[config.mk]
export PLATFORM = sky130hd
export DESIGN_NAME = swerve_reg_file
export DESIGN_NICKNAME = d
export VERILOG_FILES = /design/src/source/swerve_types_pkg.sv /design/src/source/swerve_map_pkg.sv /design/src/source/rot_readback_if.sv /design/src/source/drive_bank.sv /design/src/source/rotation_bank.sv /design/src/source/reg_read_mux.sv /design/src/source/swerve_reg_file.sv
export SDC_FILE = /design/constraint.sdc
export NUM_CORES = 1
export LEC_CHECK = 0
export BUFFER_PORTS_ARGS = -buffer_cell sky130_fd_sc_hd__buf_2
export CAP_MARGIN = 0
export CORE_MARGIN = 3
export CORE_UTILIZATION = 25
export DETAILED_ROUTE_END_ITERATION = 8
export GPL_TIMING_DRIVEN = 0
export PLACE_DENSITY_LB_ADDON = 0.25
export SYNTH_ARGS = -nofsm -noshare
export SYNTH_HDL_FRONTEND = slang
export SYNTH_SLANG_ARGS = --single-unit
[constraint.sdc]
create_clock -name clock -period 1.78 [get_ports clock]
set_input_delay 0.267 -clock clock [delete_from_list [all_inputs] [get_ports clock]]
set_output_delay 0.267 -clock clock [all_outputs]
set_load 0.01 [all_outputs]
[src/source/swerve_types_pkg.sv]
/*
 * Widths and motor counts shared by every part of the swerve register block.
 * Import with swerve_types_pkg::* in the module header.
 */
package swerve_types_pkg;

    localparam int NUM_DRIVE = 4;  // Drive wheels
    localparam int NUM_ROT   = 4;  // Steering units

    // Host bus
    typedef logic [5:0]  addr_t;   // 64 register slots
    typedef logic [7:0]  data_t;   // One register byte

    // Drive motor fields
    typedef logic [4:0]  pwm_t;    // PWM level, low bits of drive control
    typedef logic [5:0]  temp_t;   // Raw ADC temperature

    // Rotation motor fields
    typedef logic [11:0] angle_t;     // Full steering angle
    typedef logic [3:0]  angle_hi_t;  // Angle bits above the low byte

endpackage

[src/source/swerve_map_pkg.sv]
/*
 * Register address map and field bit positions of the swerve register block.
 * Address helpers here are used by both the write decode and the read mux.
 */
package swerve_map_pkg;

    import swerve_types_pkg::*;

    // Broadcast slots, write only
    localparam addr_t ADDR_BCAST_ALL   = 6'h01;  // Every motor control register
    localparam addr_t ADDR_BCAST_ROT   = 6'h02;  // Rotation controls only
    localparam addr_t ADDR_BCAST_DRIVE = 6'h03;  // Drive controls only

    // Drive unit i: control at base+2i, status right after
    localparam addr_t ADDR_DRIVE_BASE  = 6'h04;

    // Rotation unit i: four slots from base+4i
    localparam addr_t ADDR_ROT_BASE    = 6'h0C;
    localparam int    ROT_STRIDE       = 4;
    localparam int    ROT_OFS_CTRL     = 0;  // Brake, enable, direction, target hi
    localparam int    ROT_OFS_TGT_LO   = 1;  // Target angle low byte
    localparam int    ROT_OFS_CUR_LO   = 2;  // Snapshot low byte, read only
    localparam int    ROT_OFS_CMD      = 3;  // Command on write, status on read

    // Control byte fields, same for drive and rotation
    localparam int BIT_BRAKE     = 7;
    localparam int BIT_ENABLE    = 6;
    localparam int BIT_DIRECTION = 5;

    // Command byte fields
    localparam int BIT_ABORT  = 4;
    localparam int BIT_UPDATE = 5;
    localparam int BIT_SNAP   = 6;
    localparam int BIT_DONE   = 7;  // Read side of the command slot

    // Address of a drive register, status selects the odd slot
    function automatic addr_t drive_addr(input int unit, input bit status);
        return addr_t'(ADDR_DRIVE_BASE + 2 * unit + int'(status));
    endfunction

    // Address of one register within a rotation unit
    function automatic addr_t rot_addr(input int unit, input int ofs);
        return addr_t'(ADDR_ROT_BASE + ROT_STRIDE * unit + ofs);
    endfunction

endpackage

[src/source/rot_readback_if.sv]
/*
 * Rotation register contents on their way from the rotation bank to the read mux.
 * The bank drives everything, the mux only looks.
 */
`timescale 1ns/1ps

interface rot_readback_if
    import swerve_types_pkg::*;
();

    data_t  [NUM_ROT-1:0] rot_ctrl;    // Control bytes
    data_t  [NUM_ROT-1:0] rot_tgt_lo;  // Target angle low bytes
    angle_t [NUM_ROT-1:0] rot_snap;    // Captured angles
    logic   [NUM_ROT-1:0] rot_done;    // angle_done, one clock late

    modport bank (
        output rot_ctrl,
        output rot_tgt_lo,
        output rot_snap,
        output rot_done
    );

    modport mux (
        input rot_ctrl,
        input rot_tgt_lo,
        input rot_snap,
        input rot_done
    );

endinterface

[src/source/drive_bank.sv]
/*
 * Drive motor control registers with broadcast writes, plus per-clock status sampling.
 * Control bytes go to the motor outputs and both byte sets go to the read mux.
 */
`timescale 1ns/1ps

module drive_bank
    import swerve_types_pkg::*, swerve_map_pkg::*;
(
    input  logic                  clock,
    input  logic                  rst_n,
    input  addr_t                 address,       // Host register address
    input  logic                  write_en,      // Host write strobe
    input  data_t                 wr_data,       // Host write byte
    input  logic [NUM_DRIVE-1:0]  fault,         // Motor driver fault
    input  logic [NUM_DRIVE-1:0]  startup_fail,  // Motor failed to spin up
    input  temp_t [NUM_DRIVE-1:0] adc_temp,      // Driver temperature
    output data_t [NUM_DRIVE-1:0] drive_ctrl,    // Brake, enable, dir, pwm
    output data_t [NUM_DRIVE-1:0] drive_status   // Fault, fail, temperature
);

    logic                 bcast_hit;  // Write lands on every drive unit
    logic [NUM_DRIVE-1:0] ctrl_we;    // Per-unit control write

    // All-motor and drive-only broadcasts
    assign bcast_hit = (address == ADDR_BCAST_ALL) || (address == ADDR_BCAST_DRIVE);

    always_comb begin
        for (int i = 0; i < NUM_DRIVE; i++) begin
            ctrl_we[i] = write_en && (bcast_hit || (address == drive_addr(i, 1'b0)));
        end
    end

    // Control bytes, motor fields update the edge after the write
    always_ff @(posedge clock or negedge rst_n) begin
        if (!rst_n) begin
            drive_ctrl <= '0;  // Motors released, zero PWM
        end else begin
            for (int i = 0; i < NUM_DRIVE; i++) begin
                if (ctrl_we[i]) begin
                    drive_ctrl[i] <= wr_data;
                end
            end
        end
    end

    // Status follows the motor pins every clock
    always_ff @(posedge clock) begin
        for (int i = 0; i < NUM_DRIVE; i++) begin
            drive_status[i] <= {fault[i], startup_fail[i], adc_temp[i]};  // 1+1+6 bits
        end
    end

endmodule

[src/source/rotation_bank.sv]
/*
 * Rotation motor registers: control, target low, command pulses and angle snapshots.
 * Contents reach the read mux through rot_readback_if.
 */
`timescale 1ns/1ps

module rotation_bank
    import swerve_types_pkg::*, swerve_map_pkg::*;
(
    input  logic                  clock,
    input  logic                  rst_n,
    input  addr_t                 address,        // Host register address
    input  logic                  write_en,       // Host write strobe
    input  data_t                 wr_data,        // Host write byte
    input  angle_t [NUM_ROT-1:0]  current_angle,  // Live encoder angle
    input  logic   [NUM_ROT-1:0]  angle_done,     // Unit reached its target
    output logic   [NUM_ROT-1:0]  update_angle,   // One-clock start pulse
    output logic   [NUM_ROT-1:0]  abort_angle,    // One-clock abort pulse
    rot_readback_if.bank          rb              // Register contents for readback
);

    logic               bcast_hit;  // Write lands on every rotation control
    logic [NUM_ROT-1:0] ctrl_we;
    logic [NUM_ROT-1:0] tgt_we;
    logic [NUM_ROT-1:0] cmd_we;     // Command slot written

    assign bcast_hit = (address == ADDR_BCAST_ALL) || (address == ADDR_BCAST_ROT);

    // Per-unit decode
    always_comb begin
        for (int i = 0; i < NUM_ROT; i++) begin
            ctrl_we[i] = write_en && (bcast_hit || (address == rot_addr(i, ROT_OFS_CTRL)));
            tgt_we[i]  = write_en && (address == rot_addr(i, ROT_OFS_TGT_LO));
            cmd_we[i]  = write_en && (address == rot_addr(i, ROT_OFS_CMD));
            // Current-low slot is read only, no write enable
        end
    end

    // Control and target bytes
    always_ff @(posedge clock or negedge rst_n) begin
        if (!rst_n) begin
            rb.rot_ctrl   <= '0;
            rb.rot_tgt_lo <= '0;
        end else begin
            for (int i = 0; i < NUM_ROT; i++) begin
                if (ctrl_we[i]) begin
                    rb.rot_ctrl[i] <= wr_data;
                end
                if (tgt_we[i]) begin
                    rb.rot_tgt_lo[i] <= wr_data;
                end
            end
        end
    end

    // Command decode, pulses are high only in the clock after the write
    always_ff @(posedge clock or negedge rst_n) begin
        if (!rst_n) begin
            update_angle <= '0;
            abort_angle  <= '0;
        end else begin
            for (int i = 0; i < NUM_ROT; i++) begin
                update_angle[i] <= cmd_we[i] && wr_data[BIT_UPDATE];
                abort_angle[i]  <= cmd_we[i] && wr_data[BIT_ABORT];
            end
        end
    end

    // Snapshot holds both angle bytes from one instant
    // Host reads low then high without tearing
    always_ff @(posedge clock or negedge rst_n) begin
        if (!rst_n) begin
            rb.rot_snap <= '0;
        end else begin
            for (int i = 0; i < NUM_ROT; i++) begin
                if (cmd_we[i] && wr_data[BIT_SNAP]) begin
                    rb.rot_snap[i] <= current_angle[i];  // Same edge as the write
                end
            end
        end
    end

    // Done flags sampled every clock
    always_ff @(posedge clock) begin
        rb.rot_done <= angle_done;
    end

endmodule

[src/source/reg_read_mux.sv]
/*
 * Read side of the register block: address decode over both banks into rd_data.
 * rd_data loads only on read_en and holds otherwise.
 */
`timescale 1ns/1ps

module reg_read_mux
    import swerve_types_pkg::*, swerve_map_pkg::*;
(
    input  logic                  clock,
    input  logic                  rst_n,
    input  addr_t                 address,       // Host register address
    input  logic                  read_en,       // Host read strobe
    input  data_t [NUM_DRIVE-1:0] drive_ctrl,    // From drive bank
    input  data_t [NUM_DRIVE-1:0] drive_status,
    rot_readback_if.mux           rb,            // From rotation bank
    output data_t                 rd_data        // Registered read byte
);

    data_t rd_next;  // Byte selected by address

    always_comb begin
        angle_hi_t snap_hi;
        data_t     snap_lo;
        data_t     cmd_byte;

        rd_next  = '0;  // Unmapped and broadcast slots read 0
        snap_hi  = '0;
        snap_lo  = '0;
        cmd_byte = '0;

        for (int i = 0; i < NUM_DRIVE; i++) begin
            if (address == drive_addr(i, 1'b0)) rd_next = drive_ctrl[i];
            if (address == drive_addr(i, 1'b1)) rd_next = drive_status[i];
        end

        for (int i = 0; i < NUM_ROT; i++) begin
            {snap_hi, snap_lo} = rb.rot_snap[i];
            cmd_byte           = data_t'(snap_hi);  // Bits 6..4 stay zero
            cmd_byte[BIT_DONE] = rb.rot_done[i];

            if (address == rot_addr(i, ROT_OFS_CTRL))   rd_next = rb.rot_ctrl[i];
            if (address == rot_addr(i, ROT_OFS_TGT_LO)) rd_next = rb.rot_tgt_lo[i];
            if (address == rot_addr(i, ROT_OFS_CUR_LO)) rd_next = snap_lo;
            if (address == rot_addr(i, ROT_OFS_CMD))    rd_next = cmd_byte;
        end
    end

    always_ff @(posedge clock or negedge rst_n) begin
        if (!rst_n) begin
            rd_data <= '0;
        end else if (read_en) begin
            rd_data <= rd_next;  // Visible one clock after the strobe
        end
    end

endmodule

[src/source/swerve_reg_file.sv]
/*
 * Top of the swerve-drive register block: host strobe bus in, per-motor pins out.
 * Wires the drive bank, rotation bank and read mux, and splits bytes into motor fields.
 */
`timescale 1ns/1ps

module swerve_reg_file
    import swerve_types_pkg::*, swerve_map_pkg::*;
(
    input  logic clock,
    input  logic rst_n,
    input  addr_t address,   // Host register address
    input  logic  write_en,  // Host write strobe
    input  data_t wr_data,
    input  logic  read_en,   // Host read strobe
    output data_t rd_data,   // Valid the clock after read_en

    // Drive motors 0..3
    input  logic  fault0, fault1, fault2, fault3,
    input  logic  [NUM_DRIVE-1:0] startup_fail,  // Bit i for drive unit i
    input  temp_t adc_temp0, adc_temp1, adc_temp2, adc_temp3,
    output logic  brake0, brake1, brake2, brake3,
    output logic  enable0, enable1, enable2, enable3,
    output logic  direction0, direction1, direction2, direction3,
    output pwm_t  pwm0, pwm1, pwm2, pwm3,

    // Rotation motors 0..3, pins 4..7 for brake, enable, direction
    output logic   brake4, brake5, brake6, brake7,
    output logic   enable4, enable5, enable6, enable7,
    output logic   direction4, direction5, direction6, direction7,
    output angle_t target_angle0, target_angle1, target_angle2, target_angle3,
    input  angle_t current_angle0, current_angle1, current_angle2, current_angle3,
    output logic   update_angle0, update_angle1, update_angle2, update_angle3,
    output logic   abort_angle0, abort_angle1, abort_angle2, abort_angle3,
    input  logic   angle_done0, angle_done1, angle_done2, angle_done3
);

    data_t [NUM_DRIVE-1:0] drive_ctrl;
    data_t [NUM_DRIVE-1:0] drive_status;
    logic  [NUM_ROT-1:0]   update_angle;
    logic  [NUM_ROT-1:0]   abort_angle;

    rot_readback_if rb_if ();

    drive_bank u_drive_bank (
        .clock        (clock),
        .rst_n        (rst_n),
        .address      (address),
        .write_en     (write_en),
        .wr_data      (wr_data),
        .fault        ({fault3, fault2, fault1, fault0}),
        .startup_fail (startup_fail),
        .adc_temp     ({adc_temp3, adc_temp2, adc_temp1, adc_temp0}),
        .drive_ctrl   (drive_ctrl),
        .drive_status (drive_status)
    );

    rotation_bank u_rotation_bank (
        .clock         (clock),
        .rst_n         (rst_n),
        .address       (address),
        .write_en      (write_en),
        .wr_data       (wr_data),
        .current_angle ({current_angle3, current_angle2, current_angle1, current_angle0}),
        .angle_done    ({angle_done3, angle_done2, angle_done1, angle_done0}),
        .update_angle  (update_angle),
        .abort_angle   (abort_angle),
        .rb            (rb_if.bank)
    );

    reg_read_mux u_reg_read_mux (
        .clock        (clock),
        .rst_n        (rst_n),
        .address      (address),
        .read_en      (read_en),
        .drive_ctrl   (drive_ctrl),
        .drive_status (drive_status),
        .rb           (rb_if.mux),
        .rd_data      (rd_data)
    );

    // Drive control fields
    assign {brake3, brake2, brake1, brake0} = {drive_ctrl[3][BIT_BRAKE],
        drive_ctrl[2][BIT_BRAKE], drive_ctrl[1][BIT_BRAKE], drive_ctrl[0][BIT_BRAKE]};
    assign {enable3, enable2, enable1, enable0} = {drive_ctrl[3][BIT_ENABLE],
        drive_ctrl[2][BIT_ENABLE], drive_ctrl[1][BIT_ENABLE], drive_ctrl[0][BIT_ENABLE]};
    assign {direction3, direction2, direction1, direction0} = {drive_ctrl[3][BIT_DIRECTION],
        drive_ctrl[2][BIT_DIRECTION], drive_ctrl[1][BIT_DIRECTION],
        drive_ctrl[0][BIT_DIRECTION]};
    assign pwm0 = pwm_t'(drive_ctrl[0]);  // Low five bits
    assign pwm1 = pwm_t'(drive_ctrl[1]);
    assign pwm2 = pwm_t'(drive_ctrl[2]);
    assign pwm3 = pwm_t'(drive_ctrl[3]);

    // Rotation control fields
    assign {brake7, brake6, brake5, brake4} = {rb_if.rot_ctrl[3][BIT_BRAKE],
        rb_if.rot_ctrl[2][BIT_BRAKE], rb_if.rot_ctrl[1][BIT_BRAKE],
        rb_if.rot_ctrl[0][BIT_BRAKE]};
    assign {enable7, enable6, enable5, enable4} = {rb_if.rot_ctrl[3][BIT_ENABLE],
        rb_if.rot_ctrl[2][BIT_ENABLE], rb_if.rot_ctrl[1][BIT_ENABLE],
        rb_if.rot_ctrl[0][BIT_ENABLE]};
    assign {direction7, direction6, direction5, direction4} = {
        rb_if.rot_ctrl[3][BIT_DIRECTION], rb_if.rot_ctrl[2][BIT_DIRECTION],
        rb_if.rot_ctrl[1][BIT_DIRECTION], rb_if.rot_ctrl[0][BIT_DIRECTION]};

    // Target is control bits 3..0 over the low byte
    assign target_angle0 = {angle_hi_t'(rb_if.rot_ctrl[0]), rb_if.rot_tgt_lo[0]};
    assign target_angle1 = {angle_hi_t'(rb_if.rot_ctrl[1]), rb_if.rot_tgt_lo[1]};
    assign target_angle2 = {angle_hi_t'(rb_if.rot_ctrl[2]), rb_if.rot_tgt_lo[2]};
    assign target_angle3 = {angle_hi_t'(rb_if.rot_ctrl[3]), rb_if.rot_tgt_lo[3]};

    assign {update_angle3, update_angle2, update_angle1, update_angle0} = update_angle;
    assign {abort_angle3, abort_angle2, abort_angle1, abort_angle0}     = abort_angle;

endmodule

==> reports/metrics.cfg <==
[cts]
ctsRootBufferMaster=clkbuf_16
htreeDepth=4
clkSinkCount=196
clock_latency_ns=0.46
tritoncts=yes
clk_path_buf_depth=2
numCtsBuffers=17
cts.clk_slew.worst_paths_ns=0.08

[layout]
multi_input_area_sq_um=4323
layout-drive-gt1-share_pct=50.28
final_nets=1155
nFillCells=3617
fin_area_sq_um=12350
synthToLayoutAreaGrowth_pct=36.39
stdcell_count=1528
seq_area_sq_um=4725

[power_and_ir_drop]
power.density_nw_per_um2=1000
ir_drop_mv=0.6658
power_w=0.01236
p_leak_nw=5.595

[detailed_routing]
drcViolationCount=0
ant_nets=0
first_pass_iters=5
vias=7741
via_per_inst=5.066
wl_per_cell_um=25.03
drtIter0Drc=619
wirelength_um=38250

[logic_synthesis]
synthAdderAreaFrac_pct=0
netlist.area_leader.share_pct=44.21
synth-compound-area-share_pct=12.28
synth.area.mux_share_pct=22.67
synth_top_area_cell=dfrtp_1
synthCells=774
synth_seq_cells=196
syn_nets=876
yosysMostFrequentCell=dfrtp_1
ys_async_sr_fraction_pct=81.63
yosys_most_used_dff=dfrtp_1
synth_area_leaders=dfrtp_1, mux2_2, dfxtp_1
synth.distinct_cells=64
ys_warn_count=0
synth_edf_count=0
yosys.area_share.simple_pct=8.717
synth_xor_area_share_pct=0
ys_seq_area_share_pct=52.16
synth_top_cells_by_count=dfrtp_1, mux2_2, nor2_1
syn_area_sq_um=9057
syn_area_per_cell_sq_um=11.70
synth_top_family_by_area=multiplexers

[sta]
fin_ws_ns=-0.05351
maxSlewHeadroom_pct=41.50
drv_slew=0
finalSetupViolCount=2
rsz0062_at_grt=true
period_share_pct=103.0
holdWs_ns=0.03665
hold_violations=0
finalClockSkew_ns=0.009337
period_needed_ns=1.834
worst_slew_pin_slew_ns=0.8775
clock.fmax_ghz=0.5454

[status]
status=finished, violations left
violations=negative setup slack

[die]
design.core.area_sq_um=35660
die_area_sq_um=38550
rows=69
die_w_um=196.3
ioPinCount=210
start_util_pct=25.40
die_y_um=196.3

[placement]
place_congestion=0.9015
hpwl_um=28570
port_buffers=206
place_inst=1442
postPlaceCellArea_sq_um=10820

[setup_path]
crit_path_start_kind=flip-flop
cp_max_fo=3
critPathKind=flip-flop to flip-flop
required_ns=2.11
arrival_ns=2.17
endpoint_kind=flip-flop

[global_routing]
antenna_found_initial=3
grt-ovfl-total=0
grt_pass1_vias=7941
grt_max_degree=91
grt_pass1_wl_um=54960
grt_use_total_pct=19.62

[worst_hold_path]
hold_path_class=input port to flip-flop

[job]
drv_cap=0

## final cells by class
| type | count | share of cell area [%] |
|---|---|---|
| flip-flops and latches | 196 | 38.25 |
| multi-input cells | 500 | 34.99 |
| repair buffers | 263 | 13.18 |
| well taps | 461 | 4.669 |
| plain buffers | 72 | 3.829 |
| clock buffers | 18 | 3.555 |
| clock inverters | 14 | 1.367 |
| inverters | 3 | 0.1418 |
| diodes | 1 | 0.02026 |
## critical path: stages (launching register included)
cell       delay, ns
dfrtp_1         0.39
mux4_2          0.50
o2bb2ai_2       0.15
o211ai_1        0.20
a31oi_2         0.21
o21ai_1         0.18
a31oi_1         0.09
## stage by stage
step	setup WS, ns	TNS [ns]	utilization [%]
after floorplan	-0.2038	-0.9290	-
after global placement	-2.260	-461.64	30.25
after detailed placement	-1.198	-104.06	30.36
after CTS	-0.03868	-0.1213	34.10
after global routing	-0.07007	-0.1487	34.65
final	-0.05351	-0.1021	34.65
## what timing repair did
item / in CTS / in global routing
resized for setup: 77 / 45
setup endpoints to repair: 140 / 136
cloned: 0 / 0
pin swaps: 11 / 11
endpoints found under the hold margin: 106 / 0
buffers inserted: 10 / 9
hold buffers: 37 / 0
## cell families after synthesis
group                  count (synthesis)
AO/OA/AOI/OAI                        171
buffers and inverters                 78
flip-flops                           196
multiplexers                         176
AND/OR/NAND/NOR                      153
## final timing paths
kind,startpoint,end,slack (ns),depth (start not counted)
min in group asynchronous,rst_n,u_rotation_bank.update_angle[2]$_DFF_PN0_,0.36,2
hold reg to reg,u_rotation_bank.rb.rot_ctrl[20]$_DFFE_PN0P_,u_rotation_bank.rb.rot_ctrl[20]$_DFFE_PN0P_,0.51,1
max in group asynchronous,rst_n,u_drive_bank.drive_ctrl[31]$_DFFE_PN0P_,0.56,3
setup reg to reg,u_drive_bank.drive_ctrl[10]$_DFFE_PN0P_,u_reg_read_mux.rd_data[2]$_DFFE_PN0P_,-0.05,6
hold / removal,current_angle1[6],u_rotation_bank.rb.rot_snap[18]$_DFFE_PN0P_,0.04,2
setup / recovery,u_drive_bank.drive_ctrl[10]$_DFFE_PN0P_,u_reg_read_mux.rd_data[2]$_DFFE_PN0P_,-0.05,6
## cells in the final DEF, fill, tap and decap left out, types with 4 or more instances in the layout
cell,instances
dfxtp_1,36
o31ai_1,5
a22oi_1,6
clkbuf_2,9
nor2_4,10
mux2i_1,13
mux4_2,8
nand2b_1,5
a211oi_1,5
o2bb2ai_1,4
a31oi_1,6
dfrtp_1,160
nor2_1,38
o21ai_0,28
a21oi_1,39
o22ai_1,11
nand3_1,9
o21ai_1,4
buf_4,47
nor3_1,9
o211ai_1,12
clkbuf_16,17
buf_8,4
clkbuf_1,12
o21a_1,4
nor2b_1,10
nand2_1,33
dlygate4sd3_1,37
clkbuf_4,10
inv_6,4
mux2_2,153
buf_2,210
## sequential cells by signal, summed over array words and instances (netlist names)
signal,count
u_rotation_bank.rb.rot_snap,48
u_drive_bank.drive_ctrl,32
u_drive_bank.drive_status,32
u_rotation_bank.rb.rot_ctrl,32
u_rotation_bank.rb.rot_tgt_lo,32
u_reg_read_mux.rd_data,8
u_rotation_bank.abort_angle,4
u_rotation_bank.rb.rot_done,4
u_rotation_bank.update_angle,4
## routing by layer
metal  global-route usage (%)  routed length [um]
met1                    26.79               16720
met2                    30.68               17580
met3                    5.094                3109
met4                    6.047                 823
met5                        0                  11
## power breakdown
group	leakage [nW]	switching, W	internal [W]
combinational	2.91	0.00136	0.00131
clock	0.293	0.00192	0.00215
sequential	2.40	0.000563	0.00505
total	5.59	0.00384	0.00851
Power figures use the tool's default switching activity.
